File: src/source/mpu_pkg.sv
// Shared definitions for the data-side MPU
// Physical addresses are 32 bits wide, data buses are 32 bits wide
// The PMA region table is fixed here and cannot be changed at run time
// pmpaddr words hold address bits [33:2], so only the low 4 GiB are reachable
// Unmatched addresses fall back to non-bufferable, non-cacheable I/O
package mpu_pkg;

  ////////////////////////////////////////////////////////////
  // Widths and sizes
  ////////////////////////////////////////////////////////////

  localparam int unsigned ADDR_W = 32;
  localparam int unsigned DATA_W = 32;
  localparam int unsigned PMP_N  = 4;

  ////////////////////////////////////////////////////////////
  // PMA region table
  ////////////////////////////////////////////////////////////

  // Debug module, only special for debug-mode requests
  localparam logic [ADDR_W-1:0] DM_START = 32'hF000_0000;
  localparam logic [ADDR_W-1:0] DM_END   = 32'hF000_3FFF;

  // Main memory, cacheable and bufferable
  localparam logic [ADDR_W-1:0] PMA_MAIN_START = 32'h0000_0000;
  localparam logic [ADDR_W-1:0] PMA_MAIN_END   = 32'h0FFF_FFFF;

  // Bufferable I/O
  localparam logic [ADDR_W-1:0] PMA_IO_START = 32'h1000_0000;
  localparam logic [ADDR_W-1:0] PMA_IO_END   = 32'h1FFF_FFFF;

  ////////////////////////////////////////////////////////////
  // PMP configuration byte layout
  ////////////////////////////////////////////////////////////

  localparam int unsigned CFG_R    = 0;
  localparam int unsigned CFG_W    = 1;
  localparam int unsigned CFG_X    = 2;
  // Address-matching mode field
  localparam int unsigned CFG_A_LO = 3;
  localparam int unsigned CFG_A_HI = 4;
  localparam int unsigned CFG_L    = 7;

  typedef enum logic [1:0] {
    PMP_MODE_OFF   = 2'b00,
    PMP_MODE_TOR   = 2'b01,
    PMP_MODE_NA4   = 2'b10,
    PMP_MODE_NAPOT = 2'b11
  } pmp_mode_e;

  typedef enum logic {
    PMP_ACC_READ  = 1'b0,
    PMP_ACC_WRITE = 1'b1
  } pmp_acc_e;

  // Privilege encoding as in the mstatus MPP field
  typedef enum logic [1:0] {
    PRIV_U = 2'b00,
    PRIV_M = 2'b11
  } priv_e;

  ////////////////////////////////////////////////////////////
  // Response status and gate FSM
  ////////////////////////////////////////////////////////////

  typedef enum logic [2:0] {
    MPU_OK           = 3'd0,
    MPU_RD_PMA_FAULT = 3'd1,
    MPU_WR_PMA_FAULT = 3'd2,
    MPU_RD_PMP_FAULT = 3'd3,
    MPU_WR_PMP_FAULT = 3'd4
  } mpu_status_e;

  typedef enum logic [1:0] {
    MPU_IDLE = 2'd0,
    MPU_WAIT = 2'd1,
    MPU_RESP = 2'd2
  } mpu_state_e;

endpackage

File: src/source/mpu_req_if.sv
// Request fields read by both checkers and by the gate
// All fields are levels, held stable by the core while ready is low
`timescale 1ns/1ps

interface mpu_req_if import mpu_pkg::*; ();

  // Byte address of the access
  logic [ADDR_W-1:0] addr;
  // High for stores
  logic              we;
  // Request issued in debug mode
  logic              dbg;
  // Part of a split misaligned access
  logic              misaligned;
  // Stack push or pop
  logic              pushpop;

  // Driven from the core-side ports
  modport src (
    output addr, we, dbg, misaligned, pushpop
  );

  // Read-only view for the checkers and the gate
  modport chk (
    input addr, we, dbg, misaligned, pushpop
  );

endinterface

File: src/source/pma_check.sv
// Physical memory attribute lookup against the fixed region table
// Purely combinational, zero latency
// Misaligned and push/pop accesses are legal in main memory only
// Debug-mode requests to the debug module see main memory without attributes
`timescale 1ns/1ps

module pma_check import mpu_pkg::*; (
  mpu_req_if.chk req_i,
  output logic   pma_err_o,
  output logic   pma_bufferable_o,
  output logic   pma_cacheable_o
);

  logic in_dm;
  logic in_main;
  logic in_io;
  logic region_main;
  logic region_buf;
  logic region_cache;

  // Debug override needs the dbg flag as well as the address
  assign in_dm = req_i.dbg &&
                 (req_i.addr >= DM_START) && (req_i.addr <= DM_END);

  assign in_main = (req_i.addr >= PMA_MAIN_START) && (req_i.addr <= PMA_MAIN_END);
  assign in_io   = (req_i.addr >= PMA_IO_START) && (req_i.addr <= PMA_IO_END);

  ////////////////////////////////////////////////////////////
  // Region selection
  ////////////////////////////////////////////////////////////

  always_comb begin
    // Default region is plain I/O
    region_main  = 1'b0;
    region_buf   = 1'b0;
    region_cache = 1'b0;

    if (in_dm) begin
      // Debug module behaves as main memory, no attributes
      region_main = 1'b1;
    end else if (in_main) begin
      region_main  = 1'b1;
      region_buf   = 1'b1;
      region_cache = 1'b1;
    end else if (in_io) begin
      // Posted writes allowed, never cached
      region_buf = 1'b1;
    end
  end

  ////////////////////////////////////////////////////////////
  // Verdict
  ////////////////////////////////////////////////////////////

  // Split and stack accesses only where memory semantics are guaranteed
  assign pma_err_o = (req_i.misaligned || req_i.pushpop) && !region_main;

  // Attributes go to the bus as memtype bits
  assign pma_bufferable_o = region_buf;
  assign pma_cacheable_o  = region_cache;

endmodule

File: src/source/pmp_check.sv
// Four-entry physical memory protection check for loads and stores
// Purely combinational, zero latency
// pmpaddr entries hold address bits [33:2], granularity is one word
// Configuration arrives as plain levels, no CSR storage or lock logic on writes
// Matching follows the privileged spec, the lowest matching entry decides
// Debug-mode accesses to the debug module always pass
`timescale 1ns/1ps

module pmp_check import mpu_pkg::*; (
  mpu_req_if.chk                     req_i,
  input  logic [PMP_N-1:0][7:0]       csr_pmpcfg_i,
  input  logic [PMP_N-1:0][ADDR_W-1:0] csr_pmpaddr_i,
  input  priv_e                      priv_lvl_i,
  output logic                       pmp_err_o
);

  pmp_acc_e          acc;
  logic [ADDR_W-1:0] word_addr;
  logic [PMP_N-1:0]  entry_match;
  logic [PMP_N-1:0]  entry_perm;
  logic [PMP_N-1:0]  entry_bypass;
  logic              dm_access;
  logic              allowed;

  // Data side only knows reads and writes
  assign acc = req_i.we ? PMP_ACC_WRITE : PMP_ACC_READ;

  // Word address in pmpaddr units
  assign word_addr = {2'b00, req_i.addr[ADDR_W-1:2]};

  assign dm_access = req_i.dbg &&
                     (req_i.addr >= DM_START) && (req_i.addr <= DM_END);

  ////////////////////////////////////////////////////////////
  // Per-entry match and permission
  ////////////////////////////////////////////////////////////

  for (genvar i = 0; i < PMP_N; i++) begin : g_entry
    pmp_mode_e         mode;
    logic [ADDR_W-1:0] lower;
    logic [ADDR_W-1:0] napot_mask;

    assign mode = pmp_mode_e'(csr_pmpcfg_i[i][CFG_A_HI:CFG_A_LO]);

    // TOR lower bound is the previous entry, zero for the first one
    if (i == 0) begin : g_first
      assign lower = '0;
    end else begin : g_next
      assign lower = csr_pmpaddr_i[i-1];
    end

    // Trailing ones plus the first zero are don't-care bits
    assign napot_mask = ~(csr_pmpaddr_i[i] ^ (csr_pmpaddr_i[i] + 1'b1));

    always_comb begin
      case (mode)
        PMP_MODE_TOR: begin
          entry_match[i] = (word_addr >= lower) && (word_addr < csr_pmpaddr_i[i]);
        end
        PMP_MODE_NA4: begin
          entry_match[i] = (word_addr == csr_pmpaddr_i[i]);
        end
        PMP_MODE_NAPOT: begin
          entry_match[i] = ((word_addr & napot_mask) ==
                            (csr_pmpaddr_i[i] & napot_mask));
        end
        default: begin
          entry_match[i] = 1'b0;
        end
      endcase
    end

    // R or W bit depending on direction
    assign entry_perm[i] = (acc == PMP_ACC_WRITE) ? csr_pmpcfg_i[i][CFG_W] :
                                                    csr_pmpcfg_i[i][CFG_R];

    // Unlocked entries do not restrict M mode
    assign entry_bypass[i] = (priv_lvl_i == PRIV_M) && !csr_pmpcfg_i[i][CFG_L];
  end

  ////////////////////////////////////////////////////////////
  // Priority resolution
  ////////////////////////////////////////////////////////////

  always_comb begin
    // No match: M mode allowed, U mode denied
    allowed = (priv_lvl_i == PRIV_M);
    // Walk from the top so the lowest matching entry is applied last
    for (int i = PMP_N - 1; i >= 0; i--) begin
      if (entry_match[i]) begin
        allowed = entry_bypass[i] || entry_perm[i];
      end
    end
  end

  assign pmp_err_o = !(allowed || dm_access);

endmodule

File: src/source/mpu_gate.sv
// Combines the PMA and PMP verdicts and controls the core/bus handshake
// Clean requests pass combinationally, ready follows the bus ready
// A faulting request is accepted at once and never reaches the bus
// The fault response waits until it is the only outstanding transaction
// The core must always accept a response strobe
`timescale 1ns/1ps

module mpu_gate import mpu_pkg::*; (
  input  logic                clk,
  input  logic                rst_n,
  mpu_req_if.chk              req_i,
  input  logic                pma_err_i,
  input  logic                pmp_err_i,
  input  logic                pma_bufferable_i,
  input  logic                pma_cacheable_i,
  // Core request side
  input  logic                core_trans_valid_i,
  output logic                core_trans_ready_o,
  input  logic                core_one_txn_pend_i,
  input  logic [DATA_W-1:0]   core_wdata_i,
  input  logic [DATA_W/8-1:0] core_be_i,
  // Bus request side
  output logic                bus_trans_valid_o,
  input  logic                bus_trans_ready_i,
  output logic [ADDR_W-1:0]   bus_addr_o,
  output logic                bus_we_o,
  output logic [DATA_W-1:0]   bus_wdata_o,
  output logic [DATA_W/8-1:0] bus_be_o,
  output logic [1:0]          bus_memtype_o,
  // Bus response side
  input  logic                bus_resp_valid_i,
  input  logic [DATA_W-1:0]   bus_resp_rdata_i,
  input  logic                bus_resp_err_i,
  // Core response side
  output logic                core_resp_valid_o,
  output logic [DATA_W-1:0]   core_resp_rdata_o,
  output logic                core_resp_err_o,
  output mpu_status_e         core_resp_status_o
);

  mpu_state_e  state_q;
  mpu_state_e  state_d;
  mpu_status_e status_q;
  mpu_status_e fault_status;
  logic        fault;
  logic        block;
  logic        err_ready;
  logic        err_valid;

  assign fault = pma_err_i || pmp_err_i;

  // PMA wins over PMP, direction from we
  always_comb begin
    if (pma_err_i) begin
      fault_status = req_i.we ? MPU_WR_PMA_FAULT : MPU_RD_PMA_FAULT;
    end else begin
      fault_status = req_i.we ? MPU_WR_PMP_FAULT : MPU_RD_PMP_FAULT;
    end
  end

  ////////////////////////////////////////////////////////////
  // Consume FSM
  ////////////////////////////////////////////////////////////

  always_comb begin
    state_d   = state_q;
    block     = 1'b0;
    err_ready = 1'b0;
    err_valid = 1'b0;

    case (state_q)
      MPU_IDLE: begin
        if (core_trans_valid_i && fault) begin
          // Take the request off the core, keep it off the bus
          block     = 1'b1;
          err_ready = 1'b1;
          state_d   = core_one_txn_pend_i ? MPU_RESP : MPU_WAIT;
        end
      end
      MPU_WAIT: begin
        // Hold off new traffic until older transactions drain
        block = 1'b1;
        if (core_one_txn_pend_i) begin
          state_d = MPU_RESP;
        end
      end
      MPU_RESP: begin
        block     = 1'b1;
        err_valid = 1'b1;
        // Response is always taken
        state_d   = MPU_IDLE;
      end
      default: begin
        state_d = MPU_IDLE;
      end
    endcase
  end

  always_ff @(posedge clk or negedge rst_n) begin
    if (!rst_n) begin
      state_q <= MPU_IDLE;
    end else begin
      state_q <= state_d;
    end
  end

  // Fault kind captured at acceptance, read only in MPU_RESP
  always_ff @(posedge clk) begin
    if (err_ready) begin
      status_q <= fault_status;
    end
  end

  ////////////////////////////////////////////////////////////
  // Request forwarding
  ////////////////////////////////////////////////////////////

  assign bus_trans_valid_o  = core_trans_valid_i && !block;
  assign core_trans_ready_o = (bus_trans_ready_i && !block) || err_ready;

  assign bus_addr_o  = req_i.addr;
  assign bus_we_o    = req_i.we;
  assign bus_wdata_o = core_wdata_i;
  assign bus_be_o    = core_be_i;
  // Bit 0 bufferable, bit 1 cacheable
  assign bus_memtype_o = {pma_cacheable_i, pma_bufferable_i};

  ////////////////////////////////////////////////////////////
  // Response merging
  ////////////////////////////////////////////////////////////

  // Bus and fault responses never coincide, the faulting one is the last in flight
  assign core_resp_valid_o  = bus_resp_valid_i || err_valid;
  assign core_resp_rdata_o  = bus_resp_rdata_i;
  assign core_resp_err_o    = bus_resp_valid_i && bus_resp_err_i;
  assign core_resp_status_o = err_valid ? status_q : MPU_OK;

endmodule

File: src/source/lsu_mpu.sv
// Data-side MPU top level with plain core, bus and CSR ports
// PMA and PMP checks run in parallel on the same request
// PMP configuration is taken as static levels from outside
`timescale 1ns/1ps

module lsu_mpu import mpu_pkg::*; (
  input  logic                         clk,
  input  logic                         rst_n,
  // Core request
  input  logic                         core_trans_valid_i,
  output logic                         core_trans_ready_o,
  input  logic [ADDR_W-1:0]            core_addr_i,
  input  logic                         core_we_i,
  input  logic                         core_dbg_i,
  input  logic                         core_misaligned_i,
  input  logic                         core_pushpop_i,
  input  logic [DATA_W-1:0]            core_wdata_i,
  input  logic [DATA_W/8-1:0]          core_be_i,
  input  logic                         core_one_txn_pend_i,
  // PMP setup and privilege
  input  logic [PMP_N-1:0][7:0]        csr_pmpcfg_i,
  input  logic [PMP_N-1:0][ADDR_W-1:0] csr_pmpaddr_i,
  input  priv_e                        priv_lvl_i,
  // Bus request
  output logic                         bus_trans_valid_o,
  input  logic                         bus_trans_ready_i,
  output logic [ADDR_W-1:0]            bus_addr_o,
  output logic                         bus_we_o,
  output logic [DATA_W-1:0]            bus_wdata_o,
  output logic [DATA_W/8-1:0]          bus_be_o,
  output logic [1:0]                   bus_memtype_o,
  // Bus response
  input  logic                         bus_resp_valid_i,
  input  logic [DATA_W-1:0]            bus_resp_rdata_i,
  input  logic                         bus_resp_err_i,
  // Core response
  output logic                         core_resp_valid_o,
  output logic [DATA_W-1:0]            core_resp_rdata_o,
  output logic                         core_resp_err_o,
  output mpu_status_e                  core_resp_status_o
);

  logic pma_err;
  logic pma_bufferable;
  logic pma_cacheable;
  logic pmp_err;

  // Request bundle shared by checkers and gate
  mpu_req_if req_bus ();

  assign req_bus.addr       = core_addr_i;
  assign req_bus.we         = core_we_i;
  assign req_bus.dbg        = core_dbg_i;
  assign req_bus.misaligned = core_misaligned_i;
  assign req_bus.pushpop    = core_pushpop_i;

  pma_check u_pma (
    .req_i            (req_bus.chk),
    .pma_err_o        (pma_err),
    .pma_bufferable_o (pma_bufferable),
    .pma_cacheable_o  (pma_cacheable)
  );

  pmp_check u_pmp (
    .req_i         (req_bus.chk),
    .csr_pmpcfg_i  (csr_pmpcfg_i),
    .csr_pmpaddr_i (csr_pmpaddr_i),
    .priv_lvl_i    (priv_lvl_i),
    .pmp_err_o     (pmp_err)
  );

  mpu_gate u_gate (
    .clk                 (clk),
    .rst_n               (rst_n),
    .req_i               (req_bus.chk),
    .pma_err_i           (pma_err),
    .pmp_err_i           (pmp_err),
    .pma_bufferable_i    (pma_bufferable),
    .pma_cacheable_i     (pma_cacheable),
    .core_trans_valid_i  (core_trans_valid_i),
    .core_trans_ready_o  (core_trans_ready_o),
    .core_one_txn_pend_i (core_one_txn_pend_i),
    .core_wdata_i        (core_wdata_i),
    .core_be_i           (core_be_i),
    .bus_trans_valid_o   (bus_trans_valid_o),
    .bus_trans_ready_i   (bus_trans_ready_i),
    .bus_addr_o          (bus_addr_o),
    .bus_we_o            (bus_we_o),
    .bus_wdata_o         (bus_wdata_o),
    .bus_be_o            (bus_be_o),
    .bus_memtype_o       (bus_memtype_o),
    .bus_resp_valid_i    (bus_resp_valid_i),
    .bus_resp_rdata_i    (bus_resp_rdata_i),
    .bus_resp_err_i      (bus_resp_err_i),
    .core_resp_valid_o   (core_resp_valid_o),
    .core_resp_rdata_o   (core_resp_rdata_o),
    .core_resp_err_o     (core_resp_err_o),
    .core_resp_status_o  (core_resp_status_o)
  );

endmodule

File: config.mk
export PLATFORM = sky130hd
export DESIGN_NAME = lsu_mpu
export DESIGN_NICKNAME = d
export VERILOG_FILES = /design/src/source/mpu_pkg.sv /design/src/source/mpu_req_if.sv /design/src/source/pma_check.sv /design/src/source/pmp_check.sv /design/src/source/mpu_gate.sv /design/src/source/lsu_mpu.sv
export SDC_FILE = /design/constraint.sdc
export NUM_CORES = 1
export LEC_CHECK = 0
export ABC_AREA = 1
export BUFFER_PORTS_ARGS = -buffer_cell sky130_fd_sc_hd__buf_2
export CAP_MARGIN = 20
export CORE_UTILIZATION = 24
export CTS_CLUSTER_DIAMETER = 200
export CTS_CLUSTER_SIZE = 14
export DETAILED_ROUTE_END_ITERATION = 10
export PLACE_DENSITY = 0.48
export SYNTH_ARGS = -nofsm -noshare
export SYNTH_HDL_FRONTEND = slang
export SYNTH_SLANG_ARGS = --single-unit
export TNS_END_PERCENT = 1
File: constraint.sdc
create_clock -name clk -period 11.9 [get_ports clk]
set_clock_uncertainty 0.15 [all_clocks]
set_input_delay 1.19 -clock clk [delete_from_list [all_inputs] [get_ports clk]]
set_output_delay 1.19 -clock clk [all_outputs]
set_load 0.005 [all_outputs]
# Word level (Yosys, flattened, before mapping)
# Index checks and enable logic that the tools add are counted.
# totals
ff_bits,5
inputBits,273
output_inout_bits,110
elab_cells,128
# op_classes
add_sub_neg,4
order_cmp,14
n_eq_ne,25
muxes,31
bitwise_logic,16
reduce_logical,36
# ops
operator,count
$add A32 B1 Y32 const B,4
$and A30 B32 Y32,4
$and A32 B32 Y32,4
$eq A30 B32 Y1,4
$eq A32 B32 Y1,4
$lt A30 B32 Y1,4
$not A32 Y32,4
$xor A32 B32 Y32,4
$ge A30 B32 Y1,3
$ge A32 B1 Y1 const B,1
$ge A32 B29 Y1 const B,1
$ge A32 B32 Y1 const B,1
$le A32 B28 Y1 const B,1
$le A32 B29 Y1 const B,1
$le A32 B32 Y1 const B,1
$ge A30 B1 Y1 const B,1
$eq A2 B2 Y1 const B,10
$mux W1,18
$logic_and A1 B1 Y1,17
$pmux W1 S3,4
$eq A2 B1 Y1 const B,5
$logic_or A1 B1 Y1,9
$mux W3,3
$mux W2,4
8 further kinds,14

# Depth between registers and ports, before layout
# Gate-level depths: netlist of the first run.
# logic_depth
word_depth,19
mapped_depth,38
mapped_depth_nobuf,38

# Cells and area by module
# Synthesis of the first run repeated with hierarchy kept, for this count alone.
# hier_totals
cells_unflattened,1903
hier_area_um2,11243.3
# by_module_without_submodules
mod,instances,cells_per_inst,area_each_um2,seq_area_each_um2
pmp_check,1,1726,10003.3,0.0
mpu_gate,1,150,1132.3,140.1
pma_check,1,27,107.6,0.0

# Worst setup path after synthesis of the first run
# OpenSTA, ideal clock, no wires.
# synth_timing
path_kind,input to output
startpoint,in csr_pmpaddr_i[0] (netlist name)
endpoint,out core_trans_ready_o
arrival_ns,4.214
required_ns,10.560
setup_slack_ns,6.346
path_stages,33
path_buffers,0
cell_sequence,ha_1 inv_1 nor3_4 nand3_1 nor2_1 inv_2 nor2_1 inv_2 nor2_2 nand2_1 nor2_2 inv_2 or2_1 nand3b_1 ha_1 xor2_1 nand2_1 xnor2_1 nor2_1 nand3_1 nor2_1 nand3_1 nand2_1 nand3_1 nand2_1 inv_2 nand2_1 nand2_2 nand3_2 nand2_2 nand2_1 nand2_1 nand2_1
# synth_between
elab_chain_len,16
word_cells_on_any_way,25
classes_between,1 x add/sub; 2 x order compare; 2 x eq/ne; 7 x mux; 4 x bitwise; 9 x reduce/logical
# synth_lines
element,line,source
"start, declared",lsu_mpu.sv:22,"input logic [PMP_N-1:0][ADDR_W-1:0] csr_pmpaddr_i,"
$add A32 B1 Y32,pmp_check.sv:53,assign napot_mask = ~(csr_pmpaddr_i[i] ^ (csr_pmpaddr_i[i] + 1'b1));
$xor A32 B32 Y32,pmp_check.sv:53,
$not A32 Y32,pmp_check.sv:53,
$and A30 B32 Y32 or $and A32 B32 Y32 (tied branches),"pmp_check.sv:64, pmp_check.sv:65",
$eq A32 B32 Y1,pmp_check.sv:64,entry_match[i] = ((word_addr & napot_mask) ==
$pmux W1 S3,pmp_check.sv:56,case (mode)
$mux W1 *,pmp_check.sv:90,if (entry_match[i]) begin
$logic_or A1 B1 Y1 *,pmp_check.sv:96,assign pmp_err_o = !(allowed || dm_access);
$logic_not A1 Y1 *,pmp_check.sv:96,
$logic_or A1 B1 Y1 *,mpu_gate.sv:50,assign fault = pma_err_i || pmp_err_i;
$logic_and A1 B1 Y1 *,mpu_gate.sv:73,if (core_trans_valid_i && fault) begin
$mux W1 *,mpu_gate.sv:73,
$pmux W1 S2,mpu_gate.sv:71,case (state_q)
$logic_not A1 Y1,mpu_gate.sv:119,assign core_trans_ready_o = (bus_trans_ready_i && !block) || err_ready;
$logic_and A1 B1 Y1,mpu_gate.sv:119,
$logic_or A1 B1 Y1 *,mpu_gate.sv:119,
"end, declared",lsu_mpu.sv:11,"output logic core_trans_ready_o,"
# Every way passes the cells marked *; elsewhere a longest branch is shown, timed or not.

# Final worst setup path of the first run
# layout_timing
startpoint,in csr_pmpaddr_i[68] (netlist name)
endpoint,out core_trans_ready_o
# layout_between
elab_chain_len,18
word_cells_on_any_way,27
classes_between,1 x add/sub; 2 x order compare; 2 x eq/ne; 9 x mux; 4 x bitwise; 9 x reduce/logical
# layout_lines
element,line
$add A32 B1 Y32,pmp_check.sv:53
$xor A32 B32 Y32,pmp_check.sv:53
$not A32 Y32,pmp_check.sv:53
$and A30 B32 Y32 or $and A32 B32 Y32 (tied branches),"pmp_check.sv:64, pmp_check.sv:65"
$eq A32 B32 Y1,pmp_check.sv:64
$pmux W1 S3,pmp_check.sv:56
$mux W1 * (3 in series),pmp_check.sv:90
$logic_or A1 B1 Y1 *,pmp_check.sv:96
$logic_not A1 Y1 *,pmp_check.sv:96
$logic_or A1 B1 Y1 *,mpu_gate.sv:50
$logic_and A1 B1 Y1 *,mpu_gate.sv:73
$mux W1 *,mpu_gate.sv:73
$pmux W1 S2,mpu_gate.sv:71
$logic_not A1 Y1,mpu_gate.sv:119
$logic_and A1 B1 Y1,mpu_gate.sv:119
$logic_or A1 B1 Y1 *,mpu_gate.sv:119
# Marked as above.

==> qor.yml, run 1 <==
status: "completed"
io_pins: 383
antenna_left: 0
cts_root_buf: "clkbuf_16"
dr.pass1.iters: 5
min_to: "u_gate.state_q[0]"
ys_warn_count: 0
cts_tree: "built"
crit_top_cell: "nand2_1"
cp.arrival_ps: 5440
cts.sinks: 5
async_flop_share_pct: 40.00
internal_power_mw: 0.2273
rr_endpoint: "u_gate.status_q[0]"
synth_ff_type: "edfxtp_1"
first_iter_violations: 345
start_kind: "input port"
synth_top_family_by_area: "simple AND/OR/NAND/NOR gates"
synth-xor-area-share_pct: 6.976
hpwlAfterDp_um: 33420
fmax_mhz: 147.5
hp-class: "reg -> reg"
antenna_found_initial: 15
vias: 11996
path_class: "in -> out"
worstPathRequired_ps: 10560
crit_buf_inv: 4
synthTopCellsByCount: "nand2_1 (586), inv_1 (323), ha_1 (241)"
num_rows: 79
ctsHoldBuffers: 0
synth_compound_area_share_pct: 4.717
synthAdderAreaFrac_pct: 26.69
synth.area.top_cells: "ha_1 (27%), nand2_1 (19%), inv_1 (11%), buf_4 (6.8%), nor2_1 (6.6%)"
rsz0062_at_grt: "no"
start_util_pct: 24.32
slowest_delay_ps: 340
crit_cells: 35
timing.rr.start: "u_gate.state_q[0]"
syn_to_final_growth_pct: 10.80
post_cts_buffers: 0
ys_seq_area_share_pct: 1.240
cts_resized: 0
synth_top_cell_by_area: "ha_1"
synth_enable_flop_cells: 3
finalCritPeriodShare_pct: 56.97
ys_seq_elements: 5
cts_buffer_depth: 2
synth.most_common_cell: "nand2_1"
die_w_um: 219.0
clock_latency_ps: 220
dp_slack_ps: 4989
final.setup.worst_slack_ps: 5120
power_switching_mw: 0.2540
synthMuxAreaShare_pct: 0
port_buffers: 230
postRouteWirelength_um: 37460
grt_pass1_vias: 11314
yosys.cell_types.count: 42
fin_area_um2: 12520
worst_setup_path_end_kind: "primary output"
cap_violations: 0
setup_viol: 0
yosysTopAreaCellShare_pct: 26.69
slew_viol_final: 0
cts_made_buffers: 3
critical_path_peak_fanout: 6
hold_viol_final: 0
r2r_slack_ps: 10480
path_delay_family: "simple AND/OR/NAND/NOR gates"
routedWlPerCell_um: 13.79
min_path_cells: 2
cts_max_level: 1
cellLeakagePower_nw: 7.003
netlist_instances: 1974
period_minus_slack_ps: 6780
grt_max_degree: 15
fin_total_pwr_mw: 0.4813
clockPowerShare_pct: 11.2
fp.coreArea_um2: 46460
reg2reg_depth: 4
seqPwrFrac_pct: 5.8
p_sw_share_pct: 52.78
synth_simple_gate_area_share_pct: 42.14
pwr_density_cell_nw_per_um2: 38.44
setup_tns_ps: 0
via_per_inst: 4.415
overflow: 0
avgSynthCellArea_um2: 5.724
die_y_um: 219.0
drc: 0
grt_use_total_pct: 15.23
layout.nets: 2616
cp_slowest_cell: "nor3_2"
grt_pass1_wl_um: 57440
synthesis.nets: 2488
ir_worst_vdd_uv: 61.51
hp-start: "u_gate.state_q[0]"
clkSlewWorstSetupHoldPaths_ps: 30
worst_pin_slew_ps: 630.6
pwr-share-comb_pct: 83.0
dieArea_um2: 47950
gp_congestion: 0.8331
layout-drive-gt1-share_pct: 13.66
place_area_um2: 12420
relSlewSlack_pct: 57.64
syn-cell-area_um2: 11300
[routing by layer]
layer  wire length [um]  share of wire, %  up-vias  GRT usage (%)
met3               1583               4.2       46          1.996
li1                   -                 -     6488              -
met2              18510                49      184          28.86
met4                530               1.4       16          2.708
met1              16740                45     5262          18.14
met5                 95              0.25        -              0
[metrics by stage]
| step | hold slack, ps | instances | util [%] |
|---|---|---|---|
| 2_1_floorplan | 342.3 | 1974 | - |
| 3_3_place_gp | 378.8 | 2704 | 26.73 |
| 3_5_place_dp | 387.3 | 2704 | 26.73 |
| 4_1_cts | 395.8 | 2708 | 26.90 |
| 5_1_grt | 424.8 | 2711 | 26.92 |
| 6_report | 396.2 | 2717 | 26.95 |
[how the worst max path moves through the flow]
stage	to	slack (ps)	start
2_1_floorplan	core_trans_ready_o	6350	csr_pmpaddr_i[0]
3_3_place_gp	core_trans_ready_o	4980	csr_pmpaddr_i[96]
3_5_place_dp	core_trans_ready_o	4990	csr_pmpaddr_i[96]
4_1_cts	core_trans_ready_o	4970	csr_pmpaddr_i[96]
5_1_grt	core_trans_ready_o	4510	csr_pmpaddr_i[98]
6_report	core_trans_ready_o	5120	csr_pmpaddr_i[68]
[power groups by stage]
stage                     logic (mW)  registers (mW)  clock network [mW]
after floorplan                0.280          0.0269                   0
after global placement         0.392          0.0279                   0
after detailed placement       0.405          0.0282                   0
after CTS                      0.406          0.0280              0.0544
after global routing           0.467          0.0286              0.0563
final                          0.399          0.0279              0.0540
[layout make-up]
type | count | area, um2
timing repair buffer | 230 | 1151
fill | 5317 | 33940
tap | 607 | 759.5
inverter | 338 | 1269
antenna | 9 | 22.52
sequential | 5 | 140.1
clock buffer | 4 | 78.83
multi-input combinational | 1524 | 9099
[state kept, by name (all words and copies together) (netlist names)]
name and count:
u_gate.state_q 2, u_gate.status_q 3
[worst reg2reg max path, delay by kind of cell, from the launching register on]
family        cells  cell delay [ps]
flops             1              390
fa+ha+maj         1              240
simple gates      1              120
buf+inv           2              240
[layout by cell type, fill, tap and decap left out, drive strengths merged]
| cell type | instances |
|---|---|
| nand2 | 591 |
| inv | 337 |
| ha | 241 |
| buf | 230 |
| nor2 | 211 |
| nand3 | 138 |
| nand4 | 75 |
| a21oi | 60 |
| xor2 | 55 |
| xnor2 | 35 |
| or2 | 30 |
| nor3 | 25 |
| o21ai | 20 |
| nor4 | 11 |
| nand3b | 11 |
| diode | 9 |
| o21a | 5 |
| o211ai | 4 |
| clkbuf | 4 |
| edfxtp | 3 |
| and3 | 2 |
| o21bai | 2 |
| dfrtp | 2 |
| and2 | 1 |
| a21o | 1 |
| o32ai | 1 |
| nor3b | 1 |
| o31ai | 1 |
| o211a | 1 |
| a2bb2oi | 1 |
| clkinv | 1 |
| a21boi | 1 |
[logic make-up after synthesis]
family | Yosys count
fa+ha+maj | 241
buf+inv | 445
simple gates | 1096
xor+xnor | 90
flops | 5
compound gates | 97
Power figures use the tool's default switching activity.
==> run 2: changes to the inputs <==
Settings changed: ABC_AREA 1 to 0, PLACE_DENSITY 0.48 to 0.51.
Clock period 11.9 ns to 5.7 ns, I/O delays scaled along.
==> run 2 against run 1 <==
Compared with the run above: critical path depth shrank 14; setup slack lost 4800 ps; critical endpoint is now bus_trans_valid_o; critical path type unchanged; synthesized cell count decreased by 33%; sequential cell count unchanged; routed wire length down 0.25%.
==> qor.yml, run 2 <==
grt_pass1_wl_um: 54490  # -5.1%
pwr_density_cell_nw_per_um2: 92.15  # +140%
overflow: 0  # unchanged
start_kind: "input port"
ys_warn_count: 0  # unchanged
cp.arrival_ps: 4640  # -800 ps
timing.rr.start: "u_gate.state_q[1]"
grt_pass1_vias: 8976  # -21%
cellLeakagePower_nw: 5.249  # -25%
path_class: "in -> out"
io_pins: 383  # unchanged
async_flop_share_pct: 40.00  # unchanged
rsz0062_at_grt: "no"
cts_tree: "built"
clkSlewWorstSetupHoldPaths_ps: 30  # about the same
yosysTopAreaCellShare_pct: 30.81  # +4.1 points
fmax_mhz: 186.7
grt_use_met1_pct: 22.61  # +4.5 points
syn_to_final_growth_pct: 12.95
layout-drive-gt1-share_pct: 19.47  # +5.8 points
gp_congestion: 0.8474  # +1.7%
cts_made_buffers: 3  # unchanged
synth.most_common_cell: "ha_1"
die_y_um: 203.9  # -6.9%
hold_viol_final: 0  # unchanged
pwr-share-comb_pct: 82.6  # -0.4 points
num_rows: 73  # -7.6%
setup_tns_ps: 0  # unchanged
netlist_instances: 1329  # -33%
dp_slack_ps: 75.77  # -4914 ps
start_util_pct: 24.46  # +0.14 points
ys_seq_elements: 5  # unchanged
worst_pin_slew_ps: 832.6  # +202.0 ps
critPathLaunch: "csr_pmpaddr_i[2]"
first_iter_violations: 396  # +15%
die_w_um: 203.9  # -6.9%
dieArea_um2: 41590  # -13%
cts_max_level: 1  # unchanged
drc: 0  # unchanged
internal_power_mw: 0.5061  # +120%
postRouteWirelength_um: 37370  # -0.25%
synth_enable_flop_cells: 3  # unchanged
critical_path_peak_fanout: 7  # +1
via_per_inst: 4.756  # +7.7%
largest_reg_flops: 3  # unchanged
final_common_cell: "ha_1"
vias: 9516  # -21%
grt_use_total_pct: 17.50  # +2.3 points
syn-cell-area_um2: 9787  # -13%
grtUsageMet3_pct: 3.316  # +1.3 points
setup_viol: 0  # unchanged
worst_setup_path_end_kind: "primary output"
yosys.cell_types.count: 67  # +60%
use_met2_pct: 30.87  # +2.0 points
synth_top_cell_by_area: "ha_1"
synth.area.top_cells: "ha_1 (31%), xor2_1 (12%), xnor2_1 (8.6%), buf_4 (7.9%), nand2_1 (5.8%)"
synth_ff_type: "edfxtp_1"
clock_latency_ps: 220  # about the same
relSlewSlack_pct: 43.71  # -14 points
largestRegisters: "u_gate.status_q x3, u_gate.state_q x2"
hp-class: "reg -> reg"
p_sw_share_pct: 50.31  # -2.5 points
synthTopCellsByCount: "ha_1 (241), nand2_1 (152), inv_1 (151)"
grt_max_degree: 13  # -2
finalCritPeriodShare_pct: 93.98
dr.pass1.iters: 5  # unchanged
grt.busiest_layer: "met2"
routedWlPerCell_um: 18.68  # +35%
clockPowerShare_pct: 11.2  # about the same
ys_seq_area_share_pct: 1.432  # +0.19 points
avgSynthCellArea_um2: 7.364  # +29%
final.setup.worst_slack_ps: 343.2  # -4777 ps
cap_violations: 0  # unchanged
fp.coreArea_um2: 40010  # -14%
cts.sinks: 5  # unchanged
final_core_util_pct: 27.63  # +0.68 points
slew_viol_final: 0  # unchanged
antenna_left: 0  # unchanged
port_buffers: 230  # unchanged
cts_buffer_depth: 2  # unchanged
hp-start: "u_gate.state_q[0]"
status: "completed"
seqPwrFrac_pct: 6.2  # +0.4 points
ir_worst_vdd_uv: 74.33  # +21%
regMostFlops: "u_gate.status_q"
antenna_found_initial: 11  # -4
synthesis.nets: 1843  # -26%
period_minus_slack_ps: 5357
worstPathRequired_ps: 4980  # -5580 ps
cts_root_buf: "clkbuf_16"
power_switching_mw: 0.5125  # +100%
layout_common_cells: "ha_1 (241), buf_2 (230), inv_1 (151), nand2_1 (151), xor2_1 (130)"
layout.nets: 1989  # -24%
hold_ws_ps: 486.5  # +90.33 ps
hpwlAfterDp_um: 32880  # -1.6%
run 2: area by class of cell:
class,count,area (um2)
sequential,5,140.1
tap,525,656.9
timing repair buffer,248,1289
fill,4471,28950
multi-input combinational,1055,8277
inverter,162,608.1
clock buffer,4,78.83
antenna,2,5.005
run 2: routing by layer:
metal	wire [um]	vias up
met5	109	-
li1	-	4803
met4	327	18
met3	2217	38
met2	17720	242
met1	17000	4415
run 2: path summary, 6_finish.rpt:
| path | slack [ps] | cells after the start | endpoint |
|---|---|---|---|
| max | 340 | 21 | bus_trans_valid_o |
| min | 490 | 2 | u_gate.state_q[0] |
| max reg2reg | 4100 | 4 | u_gate.status_q[1] |
| min reg2reg | 490 | 2 | u_gate.state_q[0] |
| max in group asynchronous | 4770 | 2 | u_gate.state_q[0] |
| min in group asynchronous | 540 | 2 | u_gate.state_q[1] |
run 2: logic make-up (layout without fill, tap and decap cells):
group           Yosys count  count (layout)  share of synthesized area [%]
compound gates          130             130                          8.438
xor+xnor                227             227                          20.31
fa+ha+maj               241             241                          30.81
buf+inv                 269             414                          14.29
flops                     5               5                          1.432
mux                       4               4                         0.4219
other cells               0               2                              0
simple gates            453             453                          24.29
run 2: what timing repair did:
item | in CTS | in global routing
resized for setup | 0 | 6
hold buffers | 1 | 0
buffers inserted | 0 | 1
setup endpoints to repair | 0 | 2
hold endpoints to repair | 2 | 0
run 2: metrics by stage:
step	cell area [um2]	std cells	power (mW)
after floorplan	9787	1329	0.6099
after global placement	10920	1993	0.8831
after detailed placement	10920	1993	0.9034
after CTS	11010	1998	1.024
after global routing	11050	2000	1.133
final	11050	2001	1.019
run 2: critical path, stage by stage:
cell and delay [ps]:
buf_2 150, inv_2 50, nor3_1 190, nand3_1 180, nor3_1 220, buf_4 160
and3_4 240, nand4_1 110, ha_1 300, xor2_1 160, nand2_1 100, xor2_2 190
nand4_1 120, or4_1 570, a211o_1 330, o21ai_4 240, nand4b_1 180, nand2_2 110
nor3b_4 240, o21ai_1 90, buf_2 130
run 2: power groups by stage:
stage          sequential, mW  combinational [mW]  clock [mW]
2_1_floorplan          0.0606               0.549           0
3_3_place_gp           0.0628               0.820           0
3_5_place_dp           0.0629               0.840           0
4_1_cts                0.0626               0.847       0.115
5_1_grt                0.0641               0.951       0.118
6_report               0.0627               0.841       0.114
